<file path="src/source/rv_core_pkg.sv">
package rv_core_pkg;

    localparam int XLEN = 32;
    localparam int REG_ADDR_W = 5;

    // rv32i major opcodes
    typedef enum logic [6:0] {
        OP     = 7'b0110011,
        OP_IMM = 7'b0010011,
        LOAD   = 7'b0000011,
        STORE  = 7'b0100011,
        BRANCH = 7'b1100011,
        JAL    = 7'b1101111,
        JALR   = 7'b1100111,
        LUI    = 7'b0110111,
        AUIPC  = 7'b0010111,
        SYSTEM = 7'b1110011
    } opcode_e;

    typedef enum logic [4:0] {
        ALU_NONE,  // zero after reset
        ALU_ADD,
        ALU_SUB,
        ALU_AND,
        ALU_OR,
        ALU_XOR,
        ALU_SLL,
        ALU_SRL,
        ALU_SRA,
        ALU_SLT,
        ALU_SLTU,
        ALU_JALR,  // add then clear bit 0
        BR_BEQ,
        BR_BNE,
        BR_BLT,
        BR_BGE,
        BR_BLTU,
        BR_BGEU
    } alu_fun_e;

    typedef enum logic [1:0] {
        OP1_RS1,
        OP1_PC,
        OP1_ZERO
    } op1_sel_e;

    typedef enum logic [2:0] {
        OP2_RS2,
        OP2_IMI,
        OP2_IMS,
        OP2_IMJ,
        OP2_IMU,
        OP2_ZERO
    } op2_sel_e;

    typedef enum logic [3:0] {
        MEM_NONE,
        MEM_LB,
        MEM_LBU,
        MEM_LH,
        MEM_LHU,
        MEM_LW,
        MEM_SB,
        MEM_SH,
        MEM_SW
    } mem_op_e;

    typedef enum logic [1:0] {
        WB_NONE,
        WB_ALU,
        WB_PC4,
        WB_MEM  // never written without data memory
    } wb_sel_e;

endpackage
</file>
<file path="src/source/rv_exec_core.sv">
`timescale 1ns/1ps

module rv_exec_core (
    input  logic                 clk,
    input  logic                 rst_n,
    input  logic                 in_valid,
    output logic                 in_ready,
    input  logic [31:0]          in_inst,
    input  logic [31:0]          in_pc,
    output logic                 res_valid,
    input  logic                 res_ready,
    output logic [31:0]          res_pc,
    output logic [4:0]           res_rd,
    output logic                 res_rf_wen,
    output logic [31:0]          res_data,
    output rv_core_pkg::mem_op_e res_mem_op,
    output logic [31:0]          res_mem_addr,
    output logic [31:0]          res_store_data,
    output logic                 res_branch_taken,
    output logic [31:0]          res_target,
    output logic                 res_ecall,
    output logic                 res_illegal
);

    logic [4:0]  rs1_addr;
    logic [4:0]  rs2_addr;
    logic [31:0] rs1_data;
    logic [31:0] rs2_data;
    logic        wb_en;
    logic [4:0]  wb_addr;
    logic [31:0] wb_data;
    logic        d_valid;
    logic        d_ready;
    logic [31:0] d_pc;
    logic [31:0] d_op1;
    logic [31:0] d_op2;
    logic [31:0] d_rs2_data;
    logic [31:0] d_branch_imm;
    logic [4:0]  d_rd;
    logic        d_ecall;
    logic        d_illegal;
    rv_core_pkg::alu_fun_e d_alu_fun;
    rv_core_pkg::mem_op_e  d_mem_op;
    rv_core_pkg::wb_sel_e  d_wb_sel;

    decode_stage decode_stage_inst (
        .clk          (clk),
        .rst_n        (rst_n),
        .in_valid     (in_valid),
        .in_ready     (in_ready),
        .in_inst      (in_inst),
        .in_pc        (in_pc),
        .rs1_addr     (rs1_addr),
        .rs2_addr     (rs2_addr),
        .rs1_data     (rs1_data),
        .rs2_data     (rs2_data),
        .d_valid      (d_valid),
        .d_ready      (d_ready),
        .d_pc         (d_pc),
        .d_alu_fun    (d_alu_fun),
        .d_op1        (d_op1),
        .d_op2        (d_op2),
        .d_rs2_data   (d_rs2_data),
        .d_branch_imm (d_branch_imm),
        .d_rd         (d_rd),
        .d_mem_op     (d_mem_op),
        .d_wb_sel     (d_wb_sel),
        .d_ecall      (d_ecall),
        .d_illegal    (d_illegal)
    );

    register_file register_file_inst (
        .clk      (clk),
        .rst_n    (rst_n),
        .rs1_addr (rs1_addr),
        .rs2_addr (rs2_addr),
        .rs1_data (rs1_data),
        .rs2_data (rs2_data),
        .wb_en    (wb_en),
        .wb_addr  (wb_addr),
        .wb_data  (wb_data)
    );

    execute_stage execute_stage_inst (
        .clk              (clk),
        .rst_n            (rst_n),
        .d_valid          (d_valid),
        .d_ready          (d_ready),
        .d_pc             (d_pc),
        .d_alu_fun        (d_alu_fun),
        .d_op1            (d_op1),
        .d_op2            (d_op2),
        .d_rs2_data       (d_rs2_data),
        .d_branch_imm     (d_branch_imm),
        .d_rd             (d_rd),
        .d_mem_op         (d_mem_op),
        .d_wb_sel         (d_wb_sel),
        .d_ecall          (d_ecall),
        .d_illegal        (d_illegal),
        .wb_en            (wb_en),
        .wb_addr          (wb_addr),
        .wb_data          (wb_data),
        .res_valid        (res_valid),
        .res_ready        (res_ready),
        .res_pc           (res_pc),
        .res_rd           (res_rd),
        .res_rf_wen       (res_rf_wen),
        .res_data         (res_data),
        .res_mem_op       (res_mem_op),
        .res_mem_addr     (res_mem_addr),
        .res_store_data   (res_store_data),
        .res_branch_taken (res_branch_taken),
        .res_target       (res_target),
        .res_ecall        (res_ecall),
        .res_illegal      (res_illegal)
    );

endmodule

</file>
<file path="src/source/execute_stage.sv">
`timescale 1ns/1ps

module execute_stage (
    input  logic                  clk,
    input  logic                  rst_n,
    input  logic                  d_valid,
    output logic                  d_ready,
    input  logic [31:0]           d_pc,
    input  rv_core_pkg::alu_fun_e d_alu_fun,
    input  logic [31:0]           d_op1,
    input  logic [31:0]           d_op2,
    input  logic [31:0]           d_rs2_data,
    input  logic [31:0]           d_branch_imm,
    input  logic [4:0]            d_rd,
    input  rv_core_pkg::mem_op_e  d_mem_op,
    input  rv_core_pkg::wb_sel_e  d_wb_sel,
    input  logic                  d_ecall,
    input  logic                  d_illegal,
    output logic                  wb_en,
    output logic [4:0]            wb_addr,
    output logic [31:0]           wb_data,
    output logic                  res_valid,
    input  logic                  res_ready,
    output logic [31:0]           res_pc,
    output logic [4:0]            res_rd,
    output logic                  res_rf_wen,
    output logic [31:0]           res_data,
    output rv_core_pkg::mem_op_e  res_mem_op,
    output logic [31:0]           res_mem_addr,
    output logic [31:0]           res_store_data,
    output logic                  res_branch_taken,
    output logic [31:0]           res_target,
    output logic                  res_ecall,
    output logic                  res_illegal
);

    logic        accept;
    logic [31:0] sum;
    logic [31:0] alu_out;
    logic        is_branch;
    logic        cmp_true;
    logic        is_jump;
    logic        is_store;
    logic        wb_used;
    logic [31:0] target;

    assign d_ready = !res_valid || res_ready;
    assign accept = d_valid && d_ready;
    assign sum = d_op1 + d_op2;  // also the memory address

    always_comb begin
        case (d_alu_fun)
            rv_core_pkg::ALU_ADD:  alu_out = sum;
            rv_core_pkg::ALU_SUB:  alu_out = d_op1 - d_op2;
            rv_core_pkg::ALU_AND:  alu_out = d_op1 & d_op2;
            rv_core_pkg::ALU_OR:   alu_out = d_op1 | d_op2;
            rv_core_pkg::ALU_XOR:  alu_out = d_op1 ^ d_op2;
            rv_core_pkg::ALU_SLL:  alu_out = d_op1 << d_op2[4:0];
            rv_core_pkg::ALU_SRL:  alu_out = d_op1 >> d_op2[4:0];
            rv_core_pkg::ALU_SRA:  alu_out = $unsigned($signed(d_op1) >>> d_op2[4:0]);
            rv_core_pkg::ALU_SLT:  alu_out = {31'b0, $signed(d_op1) < $signed(d_op2)};
            rv_core_pkg::ALU_SLTU: alu_out = {31'b0, d_op1 < d_op2};
            rv_core_pkg::ALU_JALR: alu_out = {sum[31:1], 1'b0};
            default:               alu_out = '0;
        endcase
    end

    always_comb begin
        is_branch = 1'b1;
        case (d_alu_fun)
            rv_core_pkg::BR_BEQ:  cmp_true = d_op1 == d_op2;
            rv_core_pkg::BR_BNE:  cmp_true = d_op1 != d_op2;
            rv_core_pkg::BR_BLT:  cmp_true = $signed(d_op1) < $signed(d_op2);
            rv_core_pkg::BR_BGE:  cmp_true = $signed(d_op1) >= $signed(d_op2);
            rv_core_pkg::BR_BLTU: cmp_true = d_op1 < d_op2;
            rv_core_pkg::BR_BGEU: cmp_true = d_op1 >= d_op2;
            default: begin
                is_branch = 1'b0;
                cmp_true = 1'b0;
            end
        endcase
    end

    assign is_jump = (d_wb_sel == rv_core_pkg::WB_PC4);
    assign is_store = d_mem_op inside {rv_core_pkg::MEM_SB, rv_core_pkg::MEM_SH, rv_core_pkg::MEM_SW};
    assign wb_used = (d_wb_sel == rv_core_pkg::WB_ALU) || is_jump;
    assign target = is_branch ? d_pc + d_branch_imm : (is_jump ? alu_out : '0);

    // register file write lands on the accept edge
    assign wb_en = accept && wb_used && d_rd != '0;
    assign wb_addr = d_rd;
    assign wb_data = is_jump ? d_pc + 32'd4 : alu_out;

    always_ff @(posedge clk or negedge rst_n) begin
        if (!rst_n) begin
            res_valid <= 1'b0;
            res_pc <= '0;
            res_rd <= '0;
            res_rf_wen <= 1'b0;
            res_data <= '0;
            res_mem_op <= rv_core_pkg::MEM_NONE;
            res_mem_addr <= '0;
            res_store_data <= '0;
            res_branch_taken <= 1'b0;
            res_target <= '0;
            res_ecall <= 1'b0;
            res_illegal <= 1'b0;
        end else if (accept) begin
            res_valid <= 1'b1;
            res_pc <= d_pc;
            res_rd <= d_rd;
            res_rf_wen <= wb_used && d_rd != '0;
            res_data <= wb_used ? wb_data : '0;
            res_mem_op <= d_mem_op;
            res_mem_addr <= (d_mem_op != rv_core_pkg::MEM_NONE) ? sum : '0;
            res_store_data <= is_store ? d_rs2_data : '0;
            res_branch_taken <= cmp_true || is_jump;
            res_target <= target;
            res_ecall <= d_ecall;
            res_illegal <= d_illegal;
        end else if (res_ready) begin
            res_valid <= 1'b0;
        end
    end

    a_res_hold: assert property (@(posedge clk) disable iff (!rst_n)
        res_valid && !res_ready |=> res_valid && $stable(res_pc));

endmodule

</file>
<file path="src/source/decode_stage.sv">
`timescale 1ns/1ps

module decode_stage (
    input  logic                  clk,
    input  logic                  rst_n,
    input  logic                  in_valid,
    output logic                  in_ready,
    input  logic [31:0]           in_inst,
    input  logic [31:0]           in_pc,
    output logic [4:0]            rs1_addr,
    output logic [4:0]            rs2_addr,
    input  logic [31:0]           rs1_data,
    input  logic [31:0]           rs2_data,
    output logic                  d_valid,
    input  logic                  d_ready,
    output logic [31:0]           d_pc,
    output rv_core_pkg::alu_fun_e d_alu_fun,
    output logic [31:0]           d_op1,
    output logic [31:0]           d_op2,
    output logic [31:0]           d_rs2_data,
    output logic [31:0]           d_branch_imm,
    output logic [4:0]            d_rd,
    output rv_core_pkg::mem_op_e  d_mem_op,
    output rv_core_pkg::wb_sel_e  d_wb_sel,
    output logic                  d_ecall,
    output logic                  d_illegal
);

    rv_core_pkg::alu_fun_e alu_fun;
    rv_core_pkg::op1_sel_e op1_sel;
    rv_core_pkg::op2_sel_e op2_sel;
    rv_core_pkg::mem_op_e  mem_op;
    rv_core_pkg::wb_sel_e  wb_sel;
    logic [31:0] imm_i;
    logic [31:0] imm_s;
    logic [31:0] imm_b;
    logic [31:0] imm_j;
    logic [31:0] imm_u;
    logic [4:0]  rd;
    logic        uses_rs1;
    logic        uses_rs2;
    logic        ecall;
    logic        illegal;
    logic [31:0] op1;
    logic [31:0] op2;
    logic        hazard;

    inst_decoder inst_decoder_inst (
        .inst     (in_inst),
        .alu_fun  (alu_fun),
        .op1_sel  (op1_sel),
        .op2_sel  (op2_sel),
        .mem_op   (mem_op),
        .wb_sel   (wb_sel),
        .imm_i    (imm_i),
        .imm_s    (imm_s),
        .imm_b    (imm_b),
        .imm_j    (imm_j),
        .imm_u    (imm_u),
        .rs1      (rs1_addr),
        .rs2      (rs2_addr),
        .rd       (rd),
        .uses_rs1 (uses_rs1),
        .uses_rs2 (uses_rs2),
        .ecall    (ecall),
        .illegal  (illegal)
    );

    always_comb begin
        case (op1_sel)
            rv_core_pkg::OP1_RS1: op1 = rs1_data;
            rv_core_pkg::OP1_PC:  op1 = in_pc;
            default:              op1 = '0;
        endcase
        case (op2_sel)
            rv_core_pkg::OP2_RS2: op2 = rs2_data;
            rv_core_pkg::OP2_IMI: op2 = imm_i;
            rv_core_pkg::OP2_IMS: op2 = imm_s;
            rv_core_pkg::OP2_IMJ: op2 = imm_j;
            rv_core_pkg::OP2_IMU: op2 = imm_u;
            default:              op2 = '0;
        endcase
    end

    // rd in the decode register is not yet in the register file
    assign hazard = d_valid && d_rd != '0
                 && (d_wb_sel == rv_core_pkg::WB_ALU || d_wb_sel == rv_core_pkg::WB_PC4)
                 && ((uses_rs1 && rs1_addr == d_rd) || (uses_rs2 && rs2_addr == d_rd));
    assign in_ready = !hazard && (!d_valid || d_ready);

    always_ff @(posedge clk or negedge rst_n) begin
        if (!rst_n) begin
            d_valid <= 1'b0;
            d_pc <= '0;
            d_alu_fun <= rv_core_pkg::ALU_NONE;
            d_op1 <= '0;
            d_op2 <= '0;
            d_rs2_data <= '0;
            d_branch_imm <= '0;
            d_rd <= '0;
            d_mem_op <= rv_core_pkg::MEM_NONE;
            d_wb_sel <= rv_core_pkg::WB_NONE;
            d_ecall <= 1'b0;
            d_illegal <= 1'b0;
        end else if (in_valid && in_ready) begin
            d_valid <= 1'b1;
            d_pc <= in_pc;
            d_alu_fun <= alu_fun;
            d_op1 <= op1;
            d_op2 <= op2;
            d_rs2_data <= rs2_data;  // store data
            d_branch_imm <= imm_b;
            d_rd <= rd;
            d_mem_op <= mem_op;
            d_wb_sel <= wb_sel;
            d_ecall <= ecall;
            d_illegal <= illegal;
        end else if (d_ready) begin
            d_valid <= 1'b0;
        end
    end

    a_d_hold: assert property (@(posedge clk) disable iff (!rst_n)
        d_valid && !d_ready |=> d_valid && $stable(d_pc) && $stable(d_op1)
            && $stable(d_op2) && $stable(d_rs2_data) && $stable(d_rd)
            && $stable(d_alu_fun) && $stable(d_mem_op) && $stable(d_wb_sel));

endmodule

</file>
<file path="src/source/register_file.sv">
`timescale 1ns/1ps

module register_file (
    input  logic                               clk,
    input  logic                               rst_n,
    input  logic [rv_core_pkg::REG_ADDR_W-1:0] rs1_addr,
    input  logic [rv_core_pkg::REG_ADDR_W-1:0] rs2_addr,
    output logic [rv_core_pkg::XLEN-1:0]       rs1_data,
    output logic [rv_core_pkg::XLEN-1:0]       rs2_data,
    input  logic                               wb_en,
    input  logic [rv_core_pkg::REG_ADDR_W-1:0] wb_addr,
    input  logic [rv_core_pkg::XLEN-1:0]       wb_data
);

    logic [rv_core_pkg::XLEN-1:0] regs [1:31];  // x0 not stored

    always_ff @(posedge clk or negedge rst_n) begin
        if (!rst_n) begin
            for (int i = 1; i < 32; i++) begin
                regs[i] <= '0;
            end
        end else if (wb_en && wb_addr != '0) begin
            regs[wb_addr] <= wb_data;
        end
    end

    assign rs1_data = (rs1_addr == '0) ? '0 : regs[rs1_addr];
    assign rs2_data = (rs2_addr == '0) ? '0 : regs[rs2_addr];

    // execute filters rd == 0 before it drives the port
    a_no_x0_write: assert property (@(posedge clk) disable iff (!rst_n)
        wb_en |-> wb_addr != '0);

endmodule

</file>
<file path="src/source/inst_decoder.sv">
`timescale 1ns/1ps

module inst_decoder (
    input  logic [31:0]           inst,
    output rv_core_pkg::alu_fun_e alu_fun,
    output rv_core_pkg::op1_sel_e op1_sel,
    output rv_core_pkg::op2_sel_e op2_sel,
    output rv_core_pkg::mem_op_e  mem_op,
    output rv_core_pkg::wb_sel_e  wb_sel,
    output logic [31:0]           imm_i,
    output logic [31:0]           imm_s,
    output logic [31:0]           imm_b,
    output logic [31:0]           imm_j,
    output logic [31:0]           imm_u,
    output logic [4:0]            rs1,
    output logic [4:0]            rs2,
    output logic [4:0]            rd,
    output logic                  uses_rs1,
    output logic                  uses_rs2,
    output logic                  ecall,
    output logic                  illegal
);

    logic [2:0] funct3;
    logic [6:0] funct7;

    assign funct3 = inst[14:12];
    assign funct7 = inst[31:25];
    assign rs1 = inst[19:15];
    assign rs2 = inst[24:20];
    assign rd = inst[11:7];

    assign imm_i = {{20{inst[31]}}, inst[31:20]};
    assign imm_s = {{20{inst[31]}}, inst[31:25], inst[11:7]};
    assign imm_b = {{19{inst[31]}}, inst[31], inst[7], inst[30:25], inst[11:8], 1'b0};
    assign imm_j = {{11{inst[31]}}, inst[31], inst[19:12], inst[20], inst[30:21], 1'b0};
    assign imm_u = {inst[31:12], 12'b0};

    always_comb begin
        alu_fun = rv_core_pkg::ALU_NONE;
        op1_sel = rv_core_pkg::OP1_ZERO;
        op2_sel = rv_core_pkg::OP2_ZERO;
        mem_op = rv_core_pkg::MEM_NONE;
        wb_sel = rv_core_pkg::WB_NONE;
        ecall = 1'b0;
        illegal = 1'b1;  // cleared only on a match
        case (inst[6:0])
            rv_core_pkg::OP: begin
                case ({funct7, funct3})
                    {7'h00, 3'b000}: alu_fun = rv_core_pkg::ALU_ADD;
                    {7'h20, 3'b000}: alu_fun = rv_core_pkg::ALU_SUB;
                    {7'h00, 3'b001}: alu_fun = rv_core_pkg::ALU_SLL;
                    {7'h00, 3'b010}: alu_fun = rv_core_pkg::ALU_SLT;
                    {7'h00, 3'b011}: alu_fun = rv_core_pkg::ALU_SLTU;
                    {7'h00, 3'b100}: alu_fun = rv_core_pkg::ALU_XOR;
                    {7'h00, 3'b101}: alu_fun = rv_core_pkg::ALU_SRL;
                    {7'h20, 3'b101}: alu_fun = rv_core_pkg::ALU_SRA;
                    {7'h00, 3'b110}: alu_fun = rv_core_pkg::ALU_OR;
                    {7'h00, 3'b111}: alu_fun = rv_core_pkg::ALU_AND;
                    default: alu_fun = rv_core_pkg::ALU_NONE;
                endcase
                if (alu_fun != rv_core_pkg::ALU_NONE) begin
                    op1_sel = rv_core_pkg::OP1_RS1;
                    op2_sel = rv_core_pkg::OP2_RS2;
                    wb_sel = rv_core_pkg::WB_ALU;
                    illegal = 1'b0;
                end
            end
            rv_core_pkg::OP_IMM: begin
                case (funct3)
                    3'b000: alu_fun = rv_core_pkg::ALU_ADD;
                    3'b010: alu_fun = rv_core_pkg::ALU_SLT;
                    3'b011: alu_fun = rv_core_pkg::ALU_SLTU;
                    3'b100: alu_fun = rv_core_pkg::ALU_XOR;
                    3'b110: alu_fun = rv_core_pkg::ALU_OR;
                    3'b111: alu_fun = rv_core_pkg::ALU_AND;
                    3'b001: if (funct7 == 7'h00) alu_fun = rv_core_pkg::ALU_SLL;
                    default: begin
                        if (funct7 == 7'h00) alu_fun = rv_core_pkg::ALU_SRL;
                        else if (funct7 == 7'h20) alu_fun = rv_core_pkg::ALU_SRA;
                    end
                endcase
                if (alu_fun != rv_core_pkg::ALU_NONE) begin
                    op1_sel = rv_core_pkg::OP1_RS1;
                    op2_sel = rv_core_pkg::OP2_IMI;
                    wb_sel = rv_core_pkg::WB_ALU;
                    illegal = 1'b0;
                end
            end
            rv_core_pkg::LOAD: begin
                case (funct3)
                    3'b000: mem_op = rv_core_pkg::MEM_LB;
                    3'b001: mem_op = rv_core_pkg::MEM_LH;
                    3'b010: mem_op = rv_core_pkg::MEM_LW;
                    3'b100: mem_op = rv_core_pkg::MEM_LBU;
                    3'b101: mem_op = rv_core_pkg::MEM_LHU;
                    default: mem_op = rv_core_pkg::MEM_NONE;
                endcase
                if (mem_op != rv_core_pkg::MEM_NONE) begin
                    alu_fun = rv_core_pkg::ALU_ADD;
                    op1_sel = rv_core_pkg::OP1_RS1;
                    op2_sel = rv_core_pkg::OP2_IMI;
                    wb_sel = rv_core_pkg::WB_MEM;
                    illegal = 1'b0;
                end
            end
            rv_core_pkg::STORE: begin
                case (funct3)
                    3'b000: mem_op = rv_core_pkg::MEM_SB;
                    3'b001: mem_op = rv_core_pkg::MEM_SH;
                    3'b010: mem_op = rv_core_pkg::MEM_SW;
                    default: mem_op = rv_core_pkg::MEM_NONE;
                endcase
                if (mem_op != rv_core_pkg::MEM_NONE) begin
                    alu_fun = rv_core_pkg::ALU_ADD;
                    op1_sel = rv_core_pkg::OP1_RS1;
                    op2_sel = rv_core_pkg::OP2_IMS;
                    illegal = 1'b0;
                end
            end
            rv_core_pkg::BRANCH: begin
                case (funct3)
                    3'b000: alu_fun = rv_core_pkg::BR_BEQ;
                    3'b001: alu_fun = rv_core_pkg::BR_BNE;
                    3'b100: alu_fun = rv_core_pkg::BR_BLT;
                    3'b101: alu_fun = rv_core_pkg::BR_BGE;
                    3'b110: alu_fun = rv_core_pkg::BR_BLTU;
                    3'b111: alu_fun = rv_core_pkg::BR_BGEU;
                    default: alu_fun = rv_core_pkg::ALU_NONE;
                endcase
                if (alu_fun != rv_core_pkg::ALU_NONE) begin
                    op1_sel = rv_core_pkg::OP1_RS1;
                    op2_sel = rv_core_pkg::OP2_RS2;
                    illegal = 1'b0;
                end
            end
            rv_core_pkg::JAL: begin
                alu_fun = rv_core_pkg::ALU_ADD;
                op1_sel = rv_core_pkg::OP1_PC;
                op2_sel = rv_core_pkg::OP2_IMJ;
                wb_sel = rv_core_pkg::WB_PC4;
                illegal = 1'b0;
            end
            rv_core_pkg::JALR: begin
                if (funct3 == 3'b000) begin
                    alu_fun = rv_core_pkg::ALU_JALR;
                    op1_sel = rv_core_pkg::OP1_RS1;
                    op2_sel = rv_core_pkg::OP2_IMI;
                    wb_sel = rv_core_pkg::WB_PC4;
                    illegal = 1'b0;
                end
            end
            rv_core_pkg::LUI, rv_core_pkg::AUIPC: begin
                alu_fun = rv_core_pkg::ALU_ADD;
                op1_sel = (inst[6:0] == rv_core_pkg::LUI) ? rv_core_pkg::OP1_ZERO
                                                          : rv_core_pkg::OP1_PC;
                op2_sel = rv_core_pkg::OP2_IMU;
                wb_sel = rv_core_pkg::WB_ALU;
                illegal = 1'b0;
            end
            rv_core_pkg::SYSTEM: begin
                if (inst == 32'h0000_0073) begin  // csr ops fall through as illegal
                    ecall = 1'b1;
                    illegal = 1'b0;
                end
            end
            default: illegal = 1'b1;
        endcase
    end

    assign uses_rs1 = (op1_sel == rv_core_pkg::OP1_RS1);
    // stores are the only users of the s immediate
    assign uses_rs2 = (op2_sel == rv_core_pkg::OP2_RS2) || (op2_sel == rv_core_pkg::OP2_IMS);

endmodule

</file>
<file path="config.mk">
export PLATFORM = sky130hd
export DESIGN_NAME = rv_exec_core
export DESIGN_NICKNAME = d
export VERILOG_FILES = /design/src/source/rv_core_pkg.sv /design/src/source/rv_exec_core.sv /design/src/source/execute_stage.sv /design/src/source/decode_stage.sv /design/src/source/register_file.sv /design/src/source/inst_decoder.sv
export SDC_FILE = /design/constraint.sdc
export NUM_CORES = 2
export LEC_CHECK = 0
export BUFFER_PORTS_ARGS = -buffer_cell sky130_fd_sc_hd__buf_2
export CELL_PAD_IN_SITES_DETAIL_PLACEMENT = 1
export CELL_PAD_IN_SITES_GLOBAL_PLACEMENT = 2
export CORE_AREA = 2 2 418 420
export CTS_CLUSTER_SIZE = 14
export DETAILED_ROUTE_END_ITERATION = 16
export DIE_AREA = 0 0 420 422
export PLACE_DENSITY = 0.94
export SYNTH_ARGS = -nofsm -noshare
export SYNTH_HDL_FRONTEND = slang
export SYNTH_HIERARCHICAL = 1
export SYNTH_SLANG_ARGS = --single-unit
</file>
<file path="constraint.sdc">
create_clock -name clk -period 12.6 [get_ports clk]
set_input_delay 0.63 -clock clk [delete_from_list [all_inputs] [get_ports clk]]
set_output_delay 0.63 -clock clk [all_outputs]
set_load 0.005 [all_outputs]
</file>
==> out/results.tsv <==
stage	metric	value	unit
clock_tree	clk_latency	0.86	ns
pwr	power	10.93	mW
final_layout	register_area	33660	µm²
die	io_pins	243	
die	fp.dieW	420	µm
synthesis	synth_seq_cells	1345	
placed_design	port_buffers	242	
pwr	switching_share	29.93	%
grt	grt_max_degree	148	
clock_tree	cts_root_buf	clkbuf_16	
timing	finalSetupViolCount	0	
synthesis	ys_warn_count	6	
synthesis	syn_avg_cell_area	11.91	µm²
die	die_area	177200	µm²
pwr	irDropWorstVdd	0.0001356	V
synthesis	ys_seq_area_share	40.83	%
final_layout	final_common_cell	dfrtp_1	
timing	period_share	45.03	%
min_path	holdCritPathClass	input pin to flop	
flow_run	cap_violations	1	
synthesis	ys_types	112	
timing	tns	0	ns
synthesis	synth_top_family_by_area	multiplexers	
placed_design	dp_slack	7.153	ns
pwr	pwr-share-clk	43.2	%
final_layout	multi_input_area	44720	µm²
synthesis	synth_simple_gate_area_share	7.067	%
detailed_routing	routed_wl	348900	µm
detailed_routing	viasPerCell	7.237	
clock_tree	cts_tree	yes	
detailed_routing	ant_nets	0	
worst_setup_path	worstPathArrival	6.38	ns
die	start_util	47.69	%
worst_setup_path	slowest_delay	1.01	ns
timing	worst_pin_slew	1.465	ns
grt	antenna_found_initial	37	
synthesis	synth_area_leaders	dfrtp_1 (41%), mux2_2 (17%), mux4_2 (12%), mux2i_1 (4.0%), ha_1 (2.0%)	
die	num_rows	153	
final_layout	drive_above_1_share	36.51	%
status	status	finished with violations	
clock_tree	cts.reportedPaths.clkPinSlew	0.06	ns
placed_design	place.gp.congestion	1.031	
synthesis	ys.flop_type	dfrtp_1	
final_layout	final_net_count	6924	
detailed_routing	via_count	66480	
worst_setup_path	critPathLaunchType	flop	
pwr	p_per_area	121.7	nW/µm²
synthesis	netlist_area	82440	µm²
final_layout	stdcell_area	89810	µm²
pwr	p_switching	3.273	mW
final_layout	area_growth_syn_to_layout	8.945	%
synthesis	yosys.area.top_type_share	40.83	%
grt	grt_pass1_wl	504700	µm
pwr	power_frac_comb	14.7	%
worst_setup_path	crit_slowest_cell	dfrtp_4	
die	core	172900	µm²
detailed_routing	drtIter0Drc	8416	
synthesis	synth_fa_ha_area_share	2.046	%
timing	fin_crit	5.674	ns
synthesis	synth_compound_area_share	10.54	%
worst_setup_path	worstPathCellList	ha_1 -> inv_1 -> fa_1 -> nor2b_1 -> o311a_1 -> o31ai_1 -> a21boi_0 -> o21ai_0 -> and2_1 -> o2111ai_1 -> a211oi_1 -> a21oi_2 -> buf_4 -> mux2_2	
timing	rsz0062_at_grt	no	
timing	slew_headroom	2.346	%
worst_setup_path	cp.required	13.31	ns
worst_setup_path	worstSetupPathType	flop to flop	
grt	grt-ovfl-total	0	
grt	track_usage	38.97	%
worst_setup_path	crit_fanout	52	
status	violations	max-capacitance violations	
placed_design	postPlaceCellArea	84530	µm²
detailed_routing	drtPass1Iterations	8	
timing	finClkSkew	0.04222	ns
detailed_routing	wl_per_cell	37.99	µm
synthesis	synthCells	6921	
placed_design	dp_hpwl	216000	µm
worst_setup_path	end_kind	flop	
die	die_h	422	µm
detailed_routing	drc	0	
clock_tree	cts-htree-levels	4	
grt	grt_pass1_vias	69960	
clock_tree	cts_setup_buffers	0	
pwr	seq_power_share	42.1	%
timing	maxSlewViolCount	0	
synthesis	synthXorXnorAreaFrac	0.9349	%
placed_design	dp_cells	8890	
final_layout	final_cell_mix	dfrtp_1 (1341), mux2_2 (1226), mux4_2 (434), nand2_1 (344), mux2i_1 (317)	
final_layout	final_cell_count_no_fill	9186	
timing	max_freq	0.1762	GHz
final_layout	fillers	17460	
clock_tree	cts_made_buffers	152	
synthesis	synth_area_leader_cell	dfrtp_1	
synthesis	synth_edf_count	0	
clock_tree	clockBufferDepth	3	
timing	worst_slack	6.926	ns
pwr	cell_internal_pwr	7.661	mW
synthesis	async_reset_ff_share	100.0	%
clock_tree	cts_num_sinks	1345	
synthesis	synthMuxAreaShare	32.98	%
timing	hold_violations	0	
pwr	p_leak	40.66	nW
==> sequential cells by signal (all words and copies together), names as in the netlist, 32 cells and up <==
register,cells
decode_stage_inst/d_branch_imm,32
decode_stage_inst/d_op1,32
decode_stage_inst/d_op2,32
decode_stage_inst/d_pc,32
decode_stage_inst/d_rs2_data,32
execute_stage_inst/res_data,32
execute_stage_inst/res_mem_addr,32
execute_stage_inst/res_pc,32
execute_stage_inst/res_store_data,32
execute_stage_inst/res_target,32
register_file_inst/regs,992
==> layout make-up <==
| type | instances | share of cell area [%] |
|---|---|---|
| Antenna cell | 19 | 0.05294 |
| Clock inverter | 52 | 0.7927 |
| Multi-Input combinational cell | 4659 | 49.80 |
| Clock buffer | 221 | 4.985 |
| Timing Repair Buffer | 438 | 3.121 |
| Inverter | 127 | 0.5308 |
| Sequential cell | 1345 | 37.48 |
| Tap cell | 2325 | 3.239 |
==> path summary, 6_finish.rpt <==
path	startpoint	end	slack, ns	depth (start not counted)
worst max register to register	decode_stage_inst/d_op2[0]	register_file_inst/regs[758]	6.93	14
worst min register to register	execute_stage_inst/res_mem_op[0]	execute_stage_inst/res_mem_op[0]	0.47	2
min in group asynchronous	rst_n	decode_stage_inst/d_alu_fun[0]	0.32	2
max in group asynchronous	rst_n	register_file_inst/regs[42]	9.29	5
worst min-delay path	in_pc[1]	decode_stage_inst/d_pc[1]	0.07	2
worst max-delay path	decode_stage_inst/d_op2[0]	register_file_inst/regs[758]	6.93	14
==> synthesized netlist by cell type, types with 86 or more instances <==
cell,instances
dfrtp_1,1345
mux2_2,1226
mux4_2,434
nand2_1,359
mux2i_1,329
clkbuf_1,322
nor2_1,311
a21oi_1,217
buf_4,216
buf_2,183
o22ai_1,142
o21ai_0,133
ha_1,130
inv_1,119
a211oi_1,95
nand3_1,91
a22o_1,86
==> power groups by stage <==
stage,combinational (mW),sequential (mW),clock (mW)
final,1.61,4.60,4.73
after global routing,1.68,4.60,4.92
after global placement,1.50,4.65,0
after detailed placement,1.54,4.66,0
after CTS,1.56,4.58,4.75
after floorplan,0.964,4.58,0
==> kinds of logic (layout without fill, tap and decap cells) <==
kind of cell               count (synthesis)  count (layout)
AOI/OAI and AO/OA                       1210            1210
and+or+nand+nor                         1200            1200
adders and majority gates                133             133
other                                      1              33
xor gates and xnor gates                  88              88
muxes                                   2014            2014
DFF                                     1345            1345
buffers and inverters                    930             838
==> layer usage <==
metal	global-route usage (%)	routed length, µm
met2	58.54	156100
met5	0	189
met3	11.28	36740
met4	32.88	34980
met1	45.95	120900
==> metrics by stage <==
stage                     utilization (%)  hold WS, ns
after floorplan                         -       0.3344
after global routing                51.93      0.03812
after CTS                           51.91      0.03886
after detailed placement            48.90       0.4579
after global placement              48.90       0.4502
final                               51.96      0.07044
==> critical path, delay by kind of cell (launching register included) <==
kind            cells  cell delay [ns]
compound gates      7             2.63
fa+ha+maj           2             0.72
buf+inv             2             0.43
flops               1             1.01
mux                 1             0.33
simple gates        2             0.38
==> timing repair <==
item,4_1_cts,5_1_grt
gates resized for setup,0,0
hold buffers,2,0
hold endpoints to repair,133,0
(Power assumes the default switching activity.)
